<file path="config.mk">
export PLATFORM = sky130hd
export DESIGN_NAME = xbuf_exchange_top
export DESIGN_NICKNAME = d
export VERILOG_FILES = /design/src/source/exec_unit_dtypes.sv /design/src/source/xbuf_axi_pkg.sv /design/src/source/xbuf_tag_store.sv /design/src/source/xbuf_slot.sv /design/src/source/xbuf_stats.sv /design/src/source/xbuf_ctrl.sv /design/src/source/xbuf_exchange_top.sv
export SDC_FILE = /design/constraint.sdc
export NUM_CORES = 1
export LEC_CHECK = 0
export BUFFER_PORTS_ARGS = -buffer_cell sky130_fd_sc_hd__buf_2
export CORE_ASPECT_RATIO = 1.5
export CORE_MARGIN = 3
export CORE_UTILIZATION = 33
export DETAILED_ROUTE_END_ITERATION = 8
export GPL_TIMING_DRIVEN = 0
export PLACE_DENSITY_LB_ADDON = 0.1
export REMOVE_ABC_BUFFERS = 1
export SETUP_SLACK_MARGIN = 0.4
export SLEW_MARGIN = 20
export SYNTH_ARGS = -nofsm -noshare
export SYNTH_HDL_FRONTEND = slang
export SYNTH_SLANG_ARGS = --single-unit
export TNS_END_PERCENT = 20
</file>
<file path="constraint.sdc">
create_clock -name clk -period 6.7 [get_ports clk]
set_clock_uncertainty 0.05 [all_clocks]
set_input_delay 0 -clock clk [delete_from_list [all_inputs] [get_ports clk]]
set_output_delay 0 -clock clk [all_outputs]
set_load 0.05 [all_outputs]
</file>
<file path="src/source/exec_unit_dtypes.sv">
package exec_unit_dtypes;

  // exchanged value and register number widths
  localparam int unsigned DATA_WIDTH     = 32;
  localparam int unsigned LOG2_NUM_REG   = 4;

  // each statistics counter
  localparam int unsigned STAT_CNT_WIDTH = 8;

  typedef logic [LOG2_NUM_REG-1:0] type_exec_unit_addr;
  typedef logic [DATA_WIDTH-1:0]   type_exec_unit_data;

  // one slot entry as the read side sees it
  typedef struct packed {
    logic               has_been_read;
    type_exec_unit_data data;
  } type_xcache_data;

  // single-cycle strobes, one per resolved request
  typedef struct packed {
    logic write_ok;
    logic write_reject;
    logic read_hit;
    logic read_miss;
  } type_xbuf_event;

  // write_ok sits in the top byte, read_miss in the bottom byte
  typedef struct packed {
    logic [STAT_CNT_WIDTH-1:0] write_ok;
    logic [STAT_CNT_WIDTH-1:0] write_reject;
    logic [STAT_CNT_WIDTH-1:0] read_hit;
    logic [STAT_CNT_WIDTH-1:0] read_miss;
  } type_xbuf_stats;

endpackage

</file>
<file path="src/source/xbuf_axi_pkg.sv">
package xbuf_axi_pkg;

  localparam int unsigned AXI_ADDR_WIDTH = 8;
  localparam int unsigned AXI_DATA_WIDTH = 32;

  typedef enum logic [1:0] {
    AXI_RESP_OKAY   = 2'b00,
    AXI_RESP_SLVERR = 2'b10
  } axi_resp_e;

  // data registers live at 4*n below this, bit 6 picks the counters
  localparam logic [AXI_ADDR_WIDTH-1:0] STATS_ADDR = 8'h40;

  // master to slave
  typedef struct packed {
    logic                      awvalid;
    logic [AXI_ADDR_WIDTH-1:0] awaddr;
    logic                      wvalid;
    logic [AXI_DATA_WIDTH-1:0] wdata;
    logic                      bready;
    logic                      arvalid;
    logic [AXI_ADDR_WIDTH-1:0] araddr;
    logic                      rready;
  } axi_lite_req_t;

  // slave to master
  typedef struct packed {
    logic                      awready;
    logic                      wready;
    logic                      bvalid;
    axi_resp_e                 bresp;
    logic                      arready;
    logic                      rvalid;
    logic [AXI_DATA_WIDTH-1:0] rdata;
    axi_resp_e                 rresp;
  } axi_lite_rsp_t;

  // true when the address selects the statistics register
  function automatic logic is_stats_addr(input logic [AXI_ADDR_WIDTH-1:0] addr);
    return (addr & STATS_ADDR) != '0;
  endfunction

endpackage

</file>
<file path="src/source/xbuf_tag_store.sv">
`timescale 1ns/1ps

module xbuf_tag_store #(
  parameter int unsigned IDX_BITS = 2
) (
  input  logic                                 clk,
  input  logic                                 reset_n,
  input  logic                                 ce_i,
  input  logic                                 we_i,
  input  exec_unit_dtypes::type_exec_unit_addr waddr_i,
  input  exec_unit_dtypes::type_exec_unit_addr raddr_i,
  input  exec_unit_dtypes::type_exec_unit_data wdata_i,
  output exec_unit_dtypes::type_exec_unit_data rdata_o,
  output logic                                 rhit_o
);
  import exec_unit_dtypes::*;

  localparam int unsigned NUM_SLOTS = 2**IDX_BITS;
  localparam int unsigned TAG_BITS  = LOG2_NUM_REG - IDX_BITS;

  type_exec_unit_data  data_mem [NUM_SLOTS];
  logic [TAG_BITS-1:0] tag_mem  [NUM_SLOTS];
  logic [NUM_SLOTS-1:0] valid;

  logic [IDX_BITS-1:0] widx;
  logic [IDX_BITS-1:0] ridx;
  logic [TAG_BITS-1:0] wtag;
  logic [TAG_BITS-1:0] rtag;
  logic                wr_en;

  // low bits index the slot, the rest is kept as tag
  assign widx  = waddr_i[IDX_BITS-1:0];
  assign ridx  = raddr_i[IDX_BITS-1:0];
  assign wtag  = waddr_i[LOG2_NUM_REG-1:IDX_BITS];
  assign rtag  = raddr_i[LOG2_NUM_REG-1:IDX_BITS];
  assign wr_en = ce_i & we_i;

  always_ff @(posedge clk) begin
    if (!reset_n) begin
      valid <= '0;
    end else if (wr_en) begin
      valid[widx] <= 1'b1;
    end
  end

  // read returns the old word when the same slot is written at this edge
  always_ff @(posedge clk) begin
    if (wr_en) begin
      data_mem[widx] <= wdata_i;
      tag_mem[widx]  <= wtag;
    end
    if (ce_i) begin
      rdata_o <= data_mem[ridx];
    end
  end

  always_ff @(posedge clk) begin
    if (!reset_n) begin
      rhit_o <= 1'b0;
    end else if (ce_i) begin
      rhit_o <= valid[ridx] && (tag_mem[ridx] == rtag);
    end
  end

endmodule

</file>
<file path="src/source/xbuf_slot.sv">
`timescale 1ns/1ps

module xbuf_slot #(
  parameter int unsigned IDX_BITS = 2
) (
  input  logic                                 clk,
  input  logic                                 reset_n,
  input  logic                                 we_i,
  input  exec_unit_dtypes::type_exec_unit_addr waddr_i,
  input  exec_unit_dtypes::type_exec_unit_data wdata_i,
  input  logic                                 re_i,
  input  exec_unit_dtypes::type_exec_unit_addr raddr_i,
  output logic                                 wready_o,
  output logic                                 rhit_o,
  output exec_unit_dtypes::type_exec_unit_data rdata_o,
  output exec_unit_dtypes::type_xbuf_event     event_o
);
  import exec_unit_dtypes::*;

  localparam int unsigned NUM_SLOTS = 2**IDX_BITS;

  logic [IDX_BITS-1:0]  widx;
  logic [IDX_BITS-1:0]  ridx;
  logic [IDX_BITS-1:0]  ridx_q;
  logic [NUM_SLOTS-1:0] has_been_read;

  logic               collision;
  logic               store_ce;
  logic               store_hit;
  type_exec_unit_data store_rdata;
  type_xcache_data    rd_entry;

  logic               re_q;
  logic               byp_q;
  logic               hbr_q;
  type_exec_unit_data byp_data_q;

  logic rd_hit_store;
  logic write_ok;

  assign widx = waddr_i[IDX_BITS-1:0];
  assign ridx = raddr_i[IDX_BITS-1:0];

  // same register on both sides skips the store and forwards the write
  assign collision = we_i & re_i & (waddr_i == raddr_i);
  assign store_ce  = ~collision & (we_i | re_i);

  // store word paired with the flag captured alongside the read strobe
  assign rd_entry.data          = store_rdata;
  assign rd_entry.has_been_read = hbr_q;

  assign rd_hit_store = re_q & ~byp_q & store_hit & ~rd_entry.has_been_read;

  // a hit resolving this cycle frees its slot for a write in the same cycle
  assign wready_o = collision | has_been_read[widx] | (rd_hit_store & (ridx_q == widx));
  assign write_ok = we_i & wready_o;

  always_ff @(posedge clk) begin
    if (!reset_n) begin
      has_been_read <= '1;
    end else begin
      if (rd_hit_store) begin
        has_been_read[ridx_q] <= 1'b1;
      end
      // a new write wins over the consume of an older entry
      if (write_ok & ~collision) begin
        has_been_read[widx] <= 1'b0;
      end
    end
  end

  always_ff @(posedge clk) begin
    if (!reset_n) begin
      re_q  <= 1'b0;
      byp_q <= 1'b0;
    end else begin
      re_q  <= re_i;
      byp_q <= collision;
    end
  end

  always_ff @(posedge clk) begin
    if (re_i) begin
      ridx_q <= ridx;
      hbr_q  <= has_been_read[ridx];
    end
    if (collision) begin
      byp_data_q <= wdata_i;
    end
  end

  xbuf_tag_store #(
    .IDX_BITS(IDX_BITS)
  ) u_tag_store (
    .clk     (clk),
    .reset_n (reset_n),
    .ce_i    (store_ce),
    .we_i    (write_ok),
    .waddr_i (waddr_i),
    .raddr_i (raddr_i),
    .wdata_i (wdata_i),
    .rdata_o (store_rdata),
    .rhit_o  (store_hit)
  );

  assign rhit_o  = byp_q | rd_hit_store;
  assign rdata_o = byp_q ? byp_data_q : rd_entry.data;

  assign event_o.write_ok     = write_ok;
  assign event_o.write_reject = we_i & ~wready_o;
  assign event_o.read_hit     = rhit_o;
  assign event_o.read_miss    = re_q & ~rhit_o;

endmodule

</file>
<file path="src/source/xbuf_stats.sv">
`timescale 1ns/1ps

module xbuf_stats (
  input  logic                             clk,
  input  logic                             reset_n,
  input  exec_unit_dtypes::type_xbuf_event event_i,
  output exec_unit_dtypes::type_xbuf_stats stats_o
);
  import exec_unit_dtypes::*;

  type_xbuf_stats cnt_q;

  // counters stick at all ones
  function automatic logic [STAT_CNT_WIDTH-1:0] sat_inc(
    input logic [STAT_CNT_WIDTH-1:0] cnt,
    input logic                      inc
  );
    logic [STAT_CNT_WIDTH-1:0] next;
    next = cnt;
    if (inc && (cnt != '1)) begin
      next = cnt + 1'b1;
    end
    return next;
  endfunction

  always_ff @(posedge clk) begin
    if (!reset_n) begin
      cnt_q <= '0;
    end else begin
      cnt_q.write_ok     <= sat_inc(cnt_q.write_ok, event_i.write_ok);
      cnt_q.write_reject <= sat_inc(cnt_q.write_reject, event_i.write_reject);
      cnt_q.read_hit     <= sat_inc(cnt_q.read_hit, event_i.read_hit);
      cnt_q.read_miss    <= sat_inc(cnt_q.read_miss, event_i.read_miss);
    end
  end

  assign stats_o = cnt_q;

endmodule

</file>
<file path="src/source/xbuf_ctrl.sv">
`timescale 1ns/1ps

module xbuf_ctrl (
  input  logic                                 clk,
  input  logic                                 reset_n,
  input  xbuf_axi_pkg::axi_lite_req_t          axi_req_i,
  output xbuf_axi_pkg::axi_lite_rsp_t          axi_rsp_o,
  output logic                                 slot_we_o,
  output exec_unit_dtypes::type_exec_unit_addr slot_waddr_o,
  output exec_unit_dtypes::type_exec_unit_data slot_wdata_o,
  output logic                                 slot_re_o,
  output exec_unit_dtypes::type_exec_unit_addr slot_raddr_o,
  input  logic                                 slot_wready_i,
  input  logic                                 slot_rhit_i,
  input  exec_unit_dtypes::type_exec_unit_data slot_rdata_i,
  input  exec_unit_dtypes::type_xbuf_stats     stats_i
);
  import exec_unit_dtypes::*;
  import xbuf_axi_pkg::*;

  // register number starts above the byte offset
  localparam int unsigned REG_LSB = 2;

  // idle takes a request, exec drives the slot, resp waits for the master
  typedef enum logic [1:0] {
    CH_IDLE,
    CH_EXEC,
    CH_RESP
  } ch_state_e;

  ch_state_e w_state;
  ch_state_e r_state;

  logic aw_hs;
  logic b_hs;
  logic ar_hs;
  logic r_hs;

  axi_resp_e b_resp_q;

  logic                      r_from_slot_q;
  logic [AXI_DATA_WIDTH-1:0] r_data_q;
  axi_resp_e                 r_resp_q;
  logic [AXI_DATA_WIDTH-1:0] r_live_data;
  axi_resp_e                 r_live_resp;

  assign aw_hs = axi_req_i.awvalid & axi_req_i.wvalid & (w_state == CH_IDLE);
  assign b_hs  = axi_req_i.bready & (w_state == CH_RESP);
  assign ar_hs = axi_req_i.arvalid & (r_state == CH_IDLE);
  assign r_hs  = axi_req_i.rready & (r_state == CH_RESP);

  // write channel
  always_ff @(posedge clk) begin
    if (!reset_n) begin
      w_state   <= CH_IDLE;
      slot_we_o <= 1'b0;
    end else begin
      slot_we_o <= 1'b0;
      case (w_state)
        CH_IDLE: begin
          if (aw_hs) begin
            w_state   <= CH_EXEC;
            slot_we_o <= !is_stats_addr(axi_req_i.awaddr);
          end
        end
        CH_EXEC: begin
          w_state <= CH_RESP;
        end
        CH_RESP: begin
          if (b_hs) begin
            w_state <= CH_IDLE;
          end
        end
        default: begin
          w_state <= CH_IDLE;
        end
      endcase
    end
  end

  // statistics register is read only, so a write there is refused
  always_ff @(posedge clk) begin
    if (aw_hs) begin
      slot_waddr_o <= axi_req_i.awaddr[REG_LSB +: LOG2_NUM_REG];
      slot_wdata_o <= axi_req_i.wdata;
    end
    if (w_state == CH_EXEC) begin
      b_resp_q <= (slot_we_o && slot_wready_i) ? AXI_RESP_OKAY : AXI_RESP_SLVERR;
    end
  end

  // read channel
  always_ff @(posedge clk) begin
    if (!reset_n) begin
      r_state       <= CH_IDLE;
      slot_re_o     <= 1'b0;
      r_from_slot_q <= 1'b0;
    end else begin
      slot_re_o     <= 1'b0;
      r_from_slot_q <= 1'b0;
      case (r_state)
        CH_IDLE: begin
          if (ar_hs) begin
            r_state   <= CH_EXEC;
            slot_re_o <= !is_stats_addr(axi_req_i.araddr);
          end
        end
        CH_EXEC: begin
          r_state       <= CH_RESP;
          r_from_slot_q <= slot_re_o;
        end
        CH_RESP: begin
          if (r_hs) begin
            r_state <= CH_IDLE;
          end
        end
        default: begin
          r_state <= CH_IDLE;
        end
      endcase
    end
  end

  // slot result is only valid in the first response cycle
  assign r_live_data = slot_rhit_i ? slot_rdata_i : '0;
  assign r_live_resp = slot_rhit_i ? AXI_RESP_OKAY : AXI_RESP_SLVERR;

  // hold registers keep the response steady under back-pressure
  always_ff @(posedge clk) begin
    if (ar_hs) begin
      slot_raddr_o <= axi_req_i.araddr[REG_LSB +: LOG2_NUM_REG];
    end
    if ((r_state == CH_EXEC) && !slot_re_o) begin
      r_data_q <= stats_i;
      r_resp_q <= AXI_RESP_OKAY;
    end
    if (r_from_slot_q) begin
      r_data_q <= r_live_data;
      r_resp_q <= r_live_resp;
    end
  end

  always_comb begin
    axi_rsp_o.awready = (w_state == CH_IDLE);
    axi_rsp_o.wready  = (w_state == CH_IDLE);
    axi_rsp_o.bvalid  = (w_state == CH_RESP);
    axi_rsp_o.bresp   = b_resp_q;
    axi_rsp_o.arready = (r_state == CH_IDLE);
    axi_rsp_o.rvalid  = (r_state == CH_RESP);
    axi_rsp_o.rdata   = r_from_slot_q ? r_live_data : r_data_q;
    axi_rsp_o.rresp   = r_from_slot_q ? r_live_resp : r_resp_q;
  end

endmodule

</file>
<file path="src/source/xbuf_exchange_top.sv">
`timescale 1ns/1ps

module xbuf_exchange_top #(
  parameter int unsigned IDX_BITS = 2
) (
  input  logic                        clk,
  input  logic                        reset_n,
  input  xbuf_axi_pkg::axi_lite_req_t axi_req_i,
  output xbuf_axi_pkg::axi_lite_rsp_t axi_rsp_o
);
  import exec_unit_dtypes::*;

  logic               slot_we;
  type_exec_unit_addr slot_waddr;
  type_exec_unit_data slot_wdata;
  logic               slot_re;
  type_exec_unit_addr slot_raddr;
  logic               slot_wready;
  logic               slot_rhit;
  type_exec_unit_data slot_rdata;
  type_xbuf_event     xbuf_event;
  type_xbuf_stats     xbuf_stats_word;

  xbuf_ctrl u_ctrl (
    .clk           (clk),
    .reset_n       (reset_n),
    .axi_req_i     (axi_req_i),
    .axi_rsp_o     (axi_rsp_o),
    .slot_we_o     (slot_we),
    .slot_waddr_o  (slot_waddr),
    .slot_wdata_o  (slot_wdata),
    .slot_re_o     (slot_re),
    .slot_raddr_o  (slot_raddr),
    .slot_wready_i (slot_wready),
    .slot_rhit_i   (slot_rhit),
    .slot_rdata_i  (slot_rdata),
    .stats_i       (xbuf_stats_word)
  );

  xbuf_slot #(
    .IDX_BITS(IDX_BITS)
  ) u_slot (
    .clk      (clk),
    .reset_n  (reset_n),
    .we_i     (slot_we),
    .waddr_i  (slot_waddr),
    .wdata_i  (slot_wdata),
    .re_i     (slot_re),
    .raddr_i  (slot_raddr),
    .wready_o (slot_wready),
    .rhit_o   (slot_rhit),
    .rdata_o  (slot_rdata),
    .event_o  (xbuf_event)
  );

  xbuf_stats u_stats (
    .clk     (clk),
    .reset_n (reset_n),
    .event_i (xbuf_event),
    .stats_o (xbuf_stats_word)
  );

endmodule

</file>
# Yosys cells after proc, flatten, opt, wreduce, memory -nomap -nowiden

Memory sizes are Yosys's and may differ from the RTL's. A register that Yosys moved wholly into a read port is not among the register bits.
Cells that the tools add are included.

Order comparisons: 5
Divide/modulo/power cells: 0
Shift-type cells: 0
Eq/ne operators: 15
Reduce and logical (&&, ||, !) cells: 20
Bitwise gates (word level): 30
Add/sub/neg operators: 4
Multiplexer cells: 32
$mul: 0

Operator list:

| kind                  | number |
|---|---|
| $mux W32              | 5 |
| $add A8 B1 Y8 const B | 4 |
| $ne A8 B8 Y1 const B  | 4 |
| $mux W2               | 10 |
| $and A1 B1 Y1         | 17 |
| $mux W4               | 3 |
| $pmux W2 S3           | 2 |
| $logic_and A1 B1 Y1   | 9 |
| $lt A2 B3 Y1 const B  | 3 |
| $ne A2 B1 Y1 const B  | 4 |
| $or A4 B4 Y4          | 2 |
| $mux W1               | 7 |
| $bmux W1 S2           | 3 |
| $reduce_and A2 Y1     | 3 |
| $reduce_and A3 Y1     | 2 |
| $not A1 Y1            | 5 |
| $and A4 B4 Y4         | 1 |
| $demux W1 S2          | 2 |
| $eq A2 B1 Y1 const B  | 2 |
| $eq A2 B2 Y1          | 2 |
| $eq A2 B2 Y1 const B  | 2 |
| $eq A4 B4 Y1          | 1 |
| $ge A2 B1 Y1 const B  | 2 |
| $logic_not A2 Y1      | 2 |
| 4 further kinds       | 9 |

Bits in writable memories: 136
Output and inout bits: 41
Word-level logic and storage cells: 131
Bits in latches: 0
Bits in registers: 161
Memory bits (read-only): 0
Memories: 2

Memory list:

| memory                      | depth | width | read ports | clocked after Yosys merged registers in | wr ports | RTL line             | source |
|---|---|---|---|---|---|---|---|
| u_slot.u_tag_store.data_mem | 4     | 32    | 1          | 1                                       | 1        | xbuf_tag_store.sv:21 | `type_exec_unit_data data_mem [NUM_SLOTS];` |
| u_slot.u_tag_store.tag_mem  | 4     | 2     | 1          | 1                                       | 1        | xbuf_tag_store.sv:22 | `logic [TAG_BITS-1:0] tag_mem [NUM_SLOTS];` |

# Longest topological paths before layout

Gate-level depths: netlist of the first run.

Depth after elaboration: 10
Depth in mapped cells: 7
Depth with buffers taken out: 6

# Hierarchy

A second synthesis of the first run with hierarchy kept.

Cell total of the unflattened synthesis: 822
Area total of the unflattened synthesis: 12,997.5 um^2

By module, submodules not included:

| module         | sequential area each (um^2) | cells each | area an instance (um^2) | times used |
|---|---|---|---|---|
| xbuf_tag_store | 5,144.9                     | 230        | 6,080.8                 | 1 |
| xbuf_ctrl      | 2,362.3                     | 283        | 3,408.3                 | 1 |
| xbuf_slot      | 1,171.1                     | 126        | 1,908.1                 | 1 |
| xbuf_stats     | 640.6                       | 183        | 1,600.3                 | 1 |

# Worst setup path before layout of the first run

Ideal clock, no wire load.

Kind: reg-to-reg
Start point: register u_ctrl.slot_raddr_o[0]
End point: register u_slot.has_been_read[2]
Path slack: 1.074 ns
Buffers on the path: 1
Cell stages (with the launch flop): 6
Arrival time: 5.260 ns
Cell sequence: edfxtp_1 > clkbuf_1 > o221ai_1 > o31ai_4 > nor4b_1 > o21ai_0

Cells in the longest elaborated chain, start to end: 7

Ends and longest elaborated chain:

| what                           | RTL line         | source |
|---|---|---|
| start: declaration             | xbuf_ctrl.sv:12  | `output exec_unit_dtypes::type_exec_unit_addr slot_raddr_o,` |
| start signal: assignment       | xbuf_ctrl.sv:131 | `slot_raddr_o <= axi_req_i.araddr[REG_LSB +: LOG2_NUM_REG];` |
| $eq A4 B4 Y1 (*)               | xbuf_slot.sv:45  | `assign collision = we_i & re_i & (waddr_i == raddr_i);` |
| $and A1 B1 Y1 (*)              | xbuf_slot.sv:45  |  |
| $or A1 B1 Y1 (2 in series)     | xbuf_slot.sv:55  | `assign wready_o = collision \| has_been_read[widx] \| (rd_hit_store & (ridx_q == widx));` |
| $and A1 B1 Y1                  | xbuf_slot.sv:56  | `assign write_ok = we_i & wready_o;` |
| $and A1 B1 Y1 (*)              | xbuf_slot.sv:66  | `if (write_ok & ~collision) begin` |
| $mux W4 (*)                    | xbuf_slot.sv:66  |  |
| end signal: assignment         | xbuf_slot.sv:60  | `has_been_read <= '1;` |
| end signal: indexed assignment | xbuf_slot.sv:63  | `has_been_read[ridx_q] <= 1'b1;` |
| end signal: indexed assignment | xbuf_slot.sv:67  | `has_been_read[widx] <= 1'b0;` |
| end: declaration               | xbuf_slot.sv:25  | `logic [NUM_SLOTS-1:0] has_been_read;` |

Every way passes the cells marked *; elsewhere a longest branch is shown, timed or not.
A chain may end at the register's enable or synchronous reset.

# Worst setup path after layout of the first run

Start point: register u_slot.byp_q
End point: memory u_slot.u_tag_store.data_mem[1][3] in the netlist's numbering (enable)

Cells in the longest elaborated chain, start to end: 10

Ends and longest elaborated chain:

| what                          | RTL line             | source |
|---|---|---|
| start: declaration            | xbuf_slot.sv:34      | `logic byp_q;` |
| start signal: assignment      | xbuf_slot.sv:78      | `byp_q <= collision;` |
| $not A1 Y1                    | xbuf_slot.sv:52      | `assign rd_hit_store = re_q & ~byp_q & store_hit & ~rd_entry.has_been_read;` |
| $and A1 B1 Y1 (3 in series)   | xbuf_slot.sv:52      |  |
| $and A1 B1 Y1                 | xbuf_slot.sv:55      |  |
| $or A1 B1 Y1                  | xbuf_slot.sv:55      |  |
| $and A1 B1 Y1                 | xbuf_slot.sv:56      |  |
| $and A1 B1 Y1                 | xbuf_tag_store.sv:36 | `assign wr_en = ce_i & we_i;` |
| $mux W1                       | xbuf_tag_store.sv:48 | `if (wr_en) begin` |
| $mux W1 (not written as such) | xbuf_tag_store.sv:49 | `data_mem[widx] <= wdata_i;` |
| end: declaration              | xbuf_tag_store.sv:21 |  |

Every way passes these cells.

==> key figures, run 1 <==
Die
  – Initial Utilization: between 30% and 40%
  – Full die area: a little over 40000 µm²
  – Placement Rows: 87
  – # IOs: 96
  – Core Region: around 38000 µm²
  – Die X: approximately 170 µm
  – Die Height: roughly 250 µm

Logic synthesis
  – Ys async rst share: 0%
  – Largest area contributor in the netlist: edfxtp_1
  – Mapped Area: between 10000 and 15000 µm²
  – Synth Flop Type: edfxtp_1
  – Ys Warns: 0
  – Synth area leaders: edfxtp_1 66%, dfxtp_1 8.2%, mux4_2 6.6%, nor2_1 4.4%, nand2_1 2.6%
  – Sequential area share after synthesis: ~74%
  – Avg Cell Area, Syn: roughly 15 µm²
  – Synth top area share: between 60% and 70%
  – EDFF count, synth: 277
  – Unique masters post-synth: 52
  – Yosys reg bits: approximately 330
  – Synth Instances: 847

Clock tree
  – CTS Buffer Depth: 3
  – CTS tree: done
  – CTS root buffer: clkbuf_16
  – Post-CTS sizing: 0
  – Clock Pin Slew Worst Setup and Hold Paths: approximately 0.06 ns
  – Num CTS Buffers: 34
  – Clk sink count: about 330
  – Setup bufs post-CTS: 0
  – Worst-skew pair later-pin latency: around 0.52 ns
  – CTS H-Tree Depth: 2

Setup path
  – Critical path arrival: 3.74 ns
  – Critical Path End Type: flop
  – Worst R2R Setup Slack: about 3.1 ns
  – CP max stage delay: around 0.8 ns
  – Reg2reg end: u_slot.u_tag_store.data_mem[1][3]$_DFFE_PP_
  – Reg2reg path depth: 7
  – Slowest stage cell on the critical path: and4bb_4
  – Reg2reg start: u_slot.byp_q$_SDFF_PN0_
  – Critical Path RT: between 6 and 7 ns
  – Most used cell, CP: buf_4
  – Crit path from: u_slot.byp_q$_SDFF_PN0_
  – CP max FO: 38
  – Crit path to: u_slot.u_tag_store.data_mem[1][3]$_DFFE_PP_
  – Critical path startpoint category: flop
  – Worst path cell trace: buf_12 > and4bb_4 > a31oi_4 > nor4_2 > buf_4 > buf_4 > buf_2
  – Setup CP Type: reg2reg

Detailed routing
  – Wire length per cell: 18.5 µm
  – Routed WL: ~29000 µm
  – Drt first pass iters: 4
  – Via/cell ratio: 4.68
  – Starting DRT DRC Count: 359
  – DRC viols: 0
  – Routed Antenna Nets: 0
  – Vias: ~7200

Placement
  – # port buffers: between 80 and 90
  – Post-DP HPWL: about 19000 µm
  – RD Place Congestion: 0.703
  – Place WS: between 3 and 4 ns
  – Post-placement cell area: approximately 14000 µm²

Cells and area
  – Commonest cells after routing, fill and taps aside: 277 x edfxtp_1, 149 x nor2_1, 104 x buf_2, 86 x nand2_1, 50 x dfxtp_1
  – Nets: 1087
  – ANT cells: 0
  – Fin area: 15700 µm²
  – Multi-input logic area: about 3100 µm²
  – Commonest non-fill, non-tap cell in the layout: edfxtp_1
  – Fill cell count: roughly 3500
  – Area grow syn2layout: 24.4%
  – Layout cells sized above 1: between 20% and 30%
  – Register area: roughly 9400 µm²

Global route
  – Largest net degree at the start of global routing: 54
  – Initial antenna violation count: 0
  – First-pass GRT wire length: 44900 µm
  – All-layer global routing usage: between 10% and 20%
  – Remaining global-route overflow: 0
  – Vias in the first global route: roughly 7600

Timing
  – Endpoints failing setup: 0
  – Tcrit/Tclk final: a little over half
  – Max Slew Vio Count: 0
  – Max_slew headroom: 48.0%
  – Final hold viol count: 0
  – RSZ-0062 raised after global routing: no
  – Worst slew pin tran: slightly below 0.8 ns
  – Tmin final: between 3 and 4 ns
  – Worst Slack Setup Final: between 3 and 4 ns
  – Max Freq: 280 MHz

Power
  – Pwr Density: between 200 and 300 nW/µm²
  – Leak: around 5.4 nW
  – Maximum vdd drop: ~0.18 mV

Worst hold path
  – Worst min path class: in2reg

Flow run
  – Number of max-cap violations: 0

Outcome
  – Outcome: finished clean
-- worst min-delay path by stage --
stage | startpoint | slack (ns) | to | depth (start not counted)
floorplan | axi_req_i[7] | 0.02 | u_ctrl.slot_re_o$_SDFF_PN0_ | 1
finish | axi_req_i[43] | 0.11 | u_ctrl.slot_wdata_o[13]$_DFFE_PP_ | 2
CTS | axi_req_i[33] | 0.11 | u_ctrl.slot_wdata_o[22]$_DFFE_PP_ | 2
global route | axi_req_i[28] | 0.12 | u_ctrl.slot_wdata_o[17]$_DFFE_PP_ | 2
detailed placement | axi_req_i[7] | 0.11 | u_ctrl.slot_re_o$_SDFF_PN0_ | 2
global placement | axi_req_i[7] | 0.12 | u_ctrl.slot_re_o$_SDFF_PN0_ | 2
-- layout make-up --
| class | instances | share of cell area [%] |
|---|---|---|
| inverters | 11 | 0.262 |
| flip-flops and latches | 329 | 59.5 |
| clock buffers | 50 | 6.65 |
| repair buffers | 183 | 8.95 |
| multi-input cells | 469 | 19.9 |
| well taps | 489 | 3.89 |
| clock inverters | 11 | 0.827 |
-- critical path: cells and delay by family, from the launching register on --
| kind | cells | cell delay [ns] |
|---|---|---|
| AOI/OAI and AO/OA | 1 | 0.31 |
| buffers and inverters | 4 | 0.88 |
| DFF | 1 | 0.47 |
| and+or+nand+nor | 2 | 1.53 |
-- cell usage after synthesis (4+ instances only) --
| cell type | number |
|---|---|
| nor2b_1 | 8 |
| o31ai_1 | 5 |
| xnor2_1 | 10 |
| edfxtp_1 | 277 |
| dfxtp_1 | 52 |
| mux4_2 | 37 |
| inv_1 | 10 |
| nand2_1 | 86 |
| and2_1 | 4 |
| or4_1 | 5 |
| a21oi_1 | 45 |
| nand2b_1 | 10 |
| nor4_1 | 5 |
| a31oi_1 | 6 |
| nand4_1 | 8 |
| nor2_1 | 149 |
| nor3_1 | 6 |
| or3_1 | 7 |
| xor2_1 | 6 |
| buf_4 | 4 |
| o21ai_0 | 12 |
| nand3_1 | 11 |
| buf_2 | 8 |
| o21a_1 | 4 |
| ha_1 | 4 |
| and3_1 | 6 |
| clkbuf_1 | 23 |
| mux2i_1 | 9 |
-- report_power, final --
group          internal, W  leakage [nW]  total (W)  switching (W)
sequential         0.00226          2.95    0.00229      0.0000290
combinational    0.0000917          1.92   0.000224       0.000132
clock              0.00120         0.578    0.00197       0.000775
total              0.00355          5.45    0.00449       0.000936
-- logic make-up after synthesis --
group                    after synthesis  share of synthesized area, %
XOR/XNOR                              16                          1.11
buffers and inverters                 50                          1.74
adder cells (fa/ha/maj)                4                         0.396
multiplexers                          49                          7.57
other                                  1                        0.0297
flip-flops                           329                          74.0
AND/OR/NAND/NOR                      312                          10.8
AO/OA/AOI/OAI                         86                          4.30
-- registers in the layout (all words and copies together), names as in the netlist, 2 cells and up, named ones only --
| register | flops |
|---|---|
| u_slot.u_tag_store.rdata_o | 32 |
| u_slot.u_tag_store.tag_mem | 8 |
| u_slot.ridx_q | 2 |
| u_stats.stats_o | 32 |
| u_slot.u_tag_store.valid | 4 |
| u_ctrl.r_data_q | 32 |
| u_ctrl.r_state | 2 |
| u_ctrl.slot_wdata_o | 32 |
| u_slot.byp_data_q | 32 |
| u_slot.has_been_read | 4 |
| u_ctrl.slot_raddr_o | 4 |
| u_ctrl.slot_waddr_o | 4 |
| u_ctrl.w_state | 2 |
| u_slot.u_tag_store.data_mem | 128 |
-- per-layer routing --
| layer | global-route usage (%) | up-vias | share of wire [%] |
|---|---|---|---|
| li1 | - | 3494 | - |
| met1 | 17.3 | 3580 | 42 |
| met2 | 25.9 | 106 | 52 |
| met3 | 2.59 | 40 | 3.3 |
| met4 | 4.11 | 0 | 2.2 |
| met5 | 0 | - | 0 |
-- stage by stage --
stage | power, W | util (%) | hold slack (ns) | setup TNS, ns | instances
2_1_floorplan | 0.00245 | - | 0.0216 | 0 | 809
3_3_place_gp | 0.00253 | 35.9 | 0.125 | -707.52 | 1385
3_5_place_dp | 0.00254 | 37.4 | 0.108 | 0 | 1434
4_1_cts | 0.00456 | 41.8 | 0.115 | 0 | 1542
5_1_grt | 0.00466 | 41.8 | 0.118 | 0 | 1542
6_report | 0.00449 | 41.8 | 0.115 | 0 | 1542
-- timing repair --
action,CTS,global route
hold endpoints to repair,64,0
hold buffers,47,0
setup endpoints to repair,0,0
(Power assumes the default switching activity.)
==> inputs of run 2 (changes only) <==
clock period = 3.7 ns   (was 6.7 ns; I/O delays follow)
==> key figures, run 2 (synthesis gave the netlist of run 1 again) <==
Die
  – Initial Utilization: approximately 34%
  – Die X: about 170 µm
  – Placement Rows: 87
  – Full die area: 40700 µm²
  – Die Height: between 200 and 250 µm
  – Core Region: 37700 µm²
  – # IOs: 96

Timing
  – Worst hold slack: approximately 0.11 ns
  – Max_slew headroom: about half
  – Worst slew pin tran: 0.731 ns
  – Tcrit/Tclk final: between 80% and 90%
  – Max Freq: a little over 300 MHz
  – Max Slew Vio Count: 0
  – Tmin final: ~3.2 ns
  – RSZ-0062 raised after global routing: yes
  – Final hold viol count: 0
  – Endpoints failing setup: 0

Detailed routing
  – Starting DRT DRC Count: about 360
  – Drt first pass iters: 4
  – DRC viols: 0
  – Wire length per cell: between 15 and 20 µm
  – Via/cell ratio: 4.67
  – Routed WL: just under 30000 µm
  – Vias: ~7200
  – Routed Antenna Nets: 0

Worst hold path
  – Worst min path class: in2reg
  – WHS Endpoint: u_ctrl.slot_wdata_o[13]$_DFFE_PP_
  – Min-delay src: axi_req_i[43]
  – Hold path cells: 2

Placement
  – RD Place Congestion: between 0.7 and 0.8
  – # port buffers: between 80 and 90
  – Post-DP HPWL: 19100 µm

Power
  – Seq pwr share: about half
  – Share of total power in combinational logic: under 10%
  – Pwr Total: between 0.008 and 0.009 W
  – P_sw: 0.00170 W
  – Leak: 5.47 nW
  – Switching part of the total: between 20% and 30%
  – Clk pwr share: ~44%
  – Pwr Density: between 500 and 600 nW/µm²
  – Maximum vdd drop: between 0.3 and 0.4 mV
  – Internal power: 0.00643 W

Cells and area
  – Number of flip-flops in the largest register: about 130
  – Multi-input logic area: about 3200 µm²
  – Layout cells sized above 1: between 20% and 30%
  – Commonest cells after routing, fill and taps aside: 277 x edfxtp_1, 149 x nor2_1, 104 x buf_2, 86 x nand2_1, 50 x dfxtp_1
  – Fill cell count: 3528
  – Area grow syn2layout: 24.9%
  – Register area: roughly 9400 µm²
  – ANT cells: 0
  – Nets: approximately 1100
  – Commonest non-fill, non-tap cell in the layout: edfxtp_1
  – Layout Utilization: roughly two fifths
  – Largest register by flop count: u_slot.u_tag_store.data_mem

Clock tree
  – CTS tree: done
  – CTS root buffer: clkbuf_16
  – CTS H-Tree Depth: 2
  – Worst-skew pair later-pin latency: roughly 0.52 ns
  – Clock Pin Slew Worst Setup and Hold Paths: around 0.06 ns
  – Num CTS Buffers: 34
  – Clk sink count: roughly 330
  – CTS Buffer Depth: 3

Global route
  – Remaining global-route overflow: 0
  – Largest net degree at the start of global routing: 54
  – Initial antenna violation count: 0
  – Vias in the first global route: 7661
  – All-layer global routing usage: 14.4%
  – First-pass GRT wire length: 45400 µm

Flow run
  – Number of max-cap violations: 0

Setup path
  – Critical path startpoint category: flop
  – Critical Path RT: roughly 3.9 ns
  – CP max FO: 11
  – Setup CP Type: reg2reg
  – Reg2reg end: u_slot.byp_data_q[16]$_DFFE_PP_
  – Reg2reg path depth: 7
  – Reg2reg start: u_ctrl.slot_raddr_o[0]$_DFFE_PP_
  – Worst R2R Setup Slack: 0.46 ns
  – Critical path arrival: between 3 and 4 ns
  – Critical Path End Type: flop

Outcome
  – Outcome: finished clean
[run 2: cell types whose count changed in the layout (fill, tap and decap cells not counted)]
cell / before / now
buf_4: 14 / 18
nor4_4: 0 / 2
and4bb_2: 0 / 1
nor4_2: 2 / 0
[run 2: metal layers]
metal	global-route usage, %	up-vias	part of all wire, %
met5	0	-	0
met1	17.8	3580	43
li1	-	3506	-
met3	2.51	37	3.3
met4	4.06	0	2.1
met2	26.1	107	52
[run 2: critical path, cell delays in order (launching register included)]
cell,delay [ns]
edfxtp_1,0.69
buf_8,0.29
and2b_1,0.17
or4_1,0.51
nor3_2,0.58
buf_6,0.23
buf_4,0.19
buf_4,0.21
[run 2: power groups by stage]
stage                     logic (W)  registers [W]  clock network, W
after floorplan            0.000211        0.00422                 0
after global placement     0.000319        0.00426                 0
final                      0.000408        0.00414           0.00358
after detailed placement   0.000379        0.00422                 0
after global routing       0.000442        0.00415           0.00384
after CTS                  0.000421        0.00414           0.00370
[run 2: timing repair]
item | in CTS | in global routing
hold buffers | 47 | 0
setup endpoints to repair | 80 | 33
pin swaps | 2 | 0
gates cloned | 1 | 0
gates resized for setup | 2 | 0
endpoints found under the hold margin | 64 | 0
setup buffers | 4 | 0
[run 2: per-stage QoR]
stage | worst slack, ns | cell area (µm²) | std cells | TNS, ns
2_1_floorplan | -2.89 | 12500 | 809 | -377.46
3_3_place_gp | -8.81 | 13500 | 1385 | -1408.54
3_5_place_dp | 0.0416 | 14100 | 1434 | 0
4_1_cts | 0.386 | 15800 | 1547 | 0
5_1_grt | 0.301 | 15800 | 1547 | 0
6_report | 0.465 | 15800 | 1547 | 0
[run 2: worst max path at each step]
stage                                startpoint                                            to  slack (ns)  cells after the start
3_3_place_gp   u_ctrl.slot_raddr_o[0]$_DFFE_PP_            u_slot.has_been_read[2]$_SDFF_PN1_       -8.81                      5
4_1_cts        u_ctrl.slot_raddr_o[0]$_DFFE_PP_               u_slot.byp_data_q[17]$_DFFE_PP_        0.39                      7
2_1_floorplan  u_ctrl.slot_raddr_o[0]$_DFFE_PP_            u_slot.has_been_read[2]$_SDFF_PN1_       -2.89                      5
5_1_grt        u_ctrl.slot_raddr_o[0]$_DFFE_PP_               u_slot.byp_data_q[22]$_DFFE_PP_        0.30                      7
3_5_place_dp            u_slot.byp_q$_SDFF_PN0_  u_slot.u_tag_store.data_mem[1][17]$_DFFE_PP_        0.04                      7
6_report       u_ctrl.slot_raddr_o[0]$_DFFE_PP_               u_slot.byp_data_q[16]$_DFFE_PP_        0.46                      7
[run 2: area by class of cell]
| cell class | count | share of cell area [%] |
|---|---|---|
| flip-flops and latches | 329 | 59.3 |
| multi-input cells | 470 | 20.0 |
| repair buffers | 187 | 9.10 |
| clock buffers | 50 | 6.62 |
| well taps | 489 | 3.87 |
| clock inverters | 11 | 0.824 |
| inverters | 11 | 0.261 |
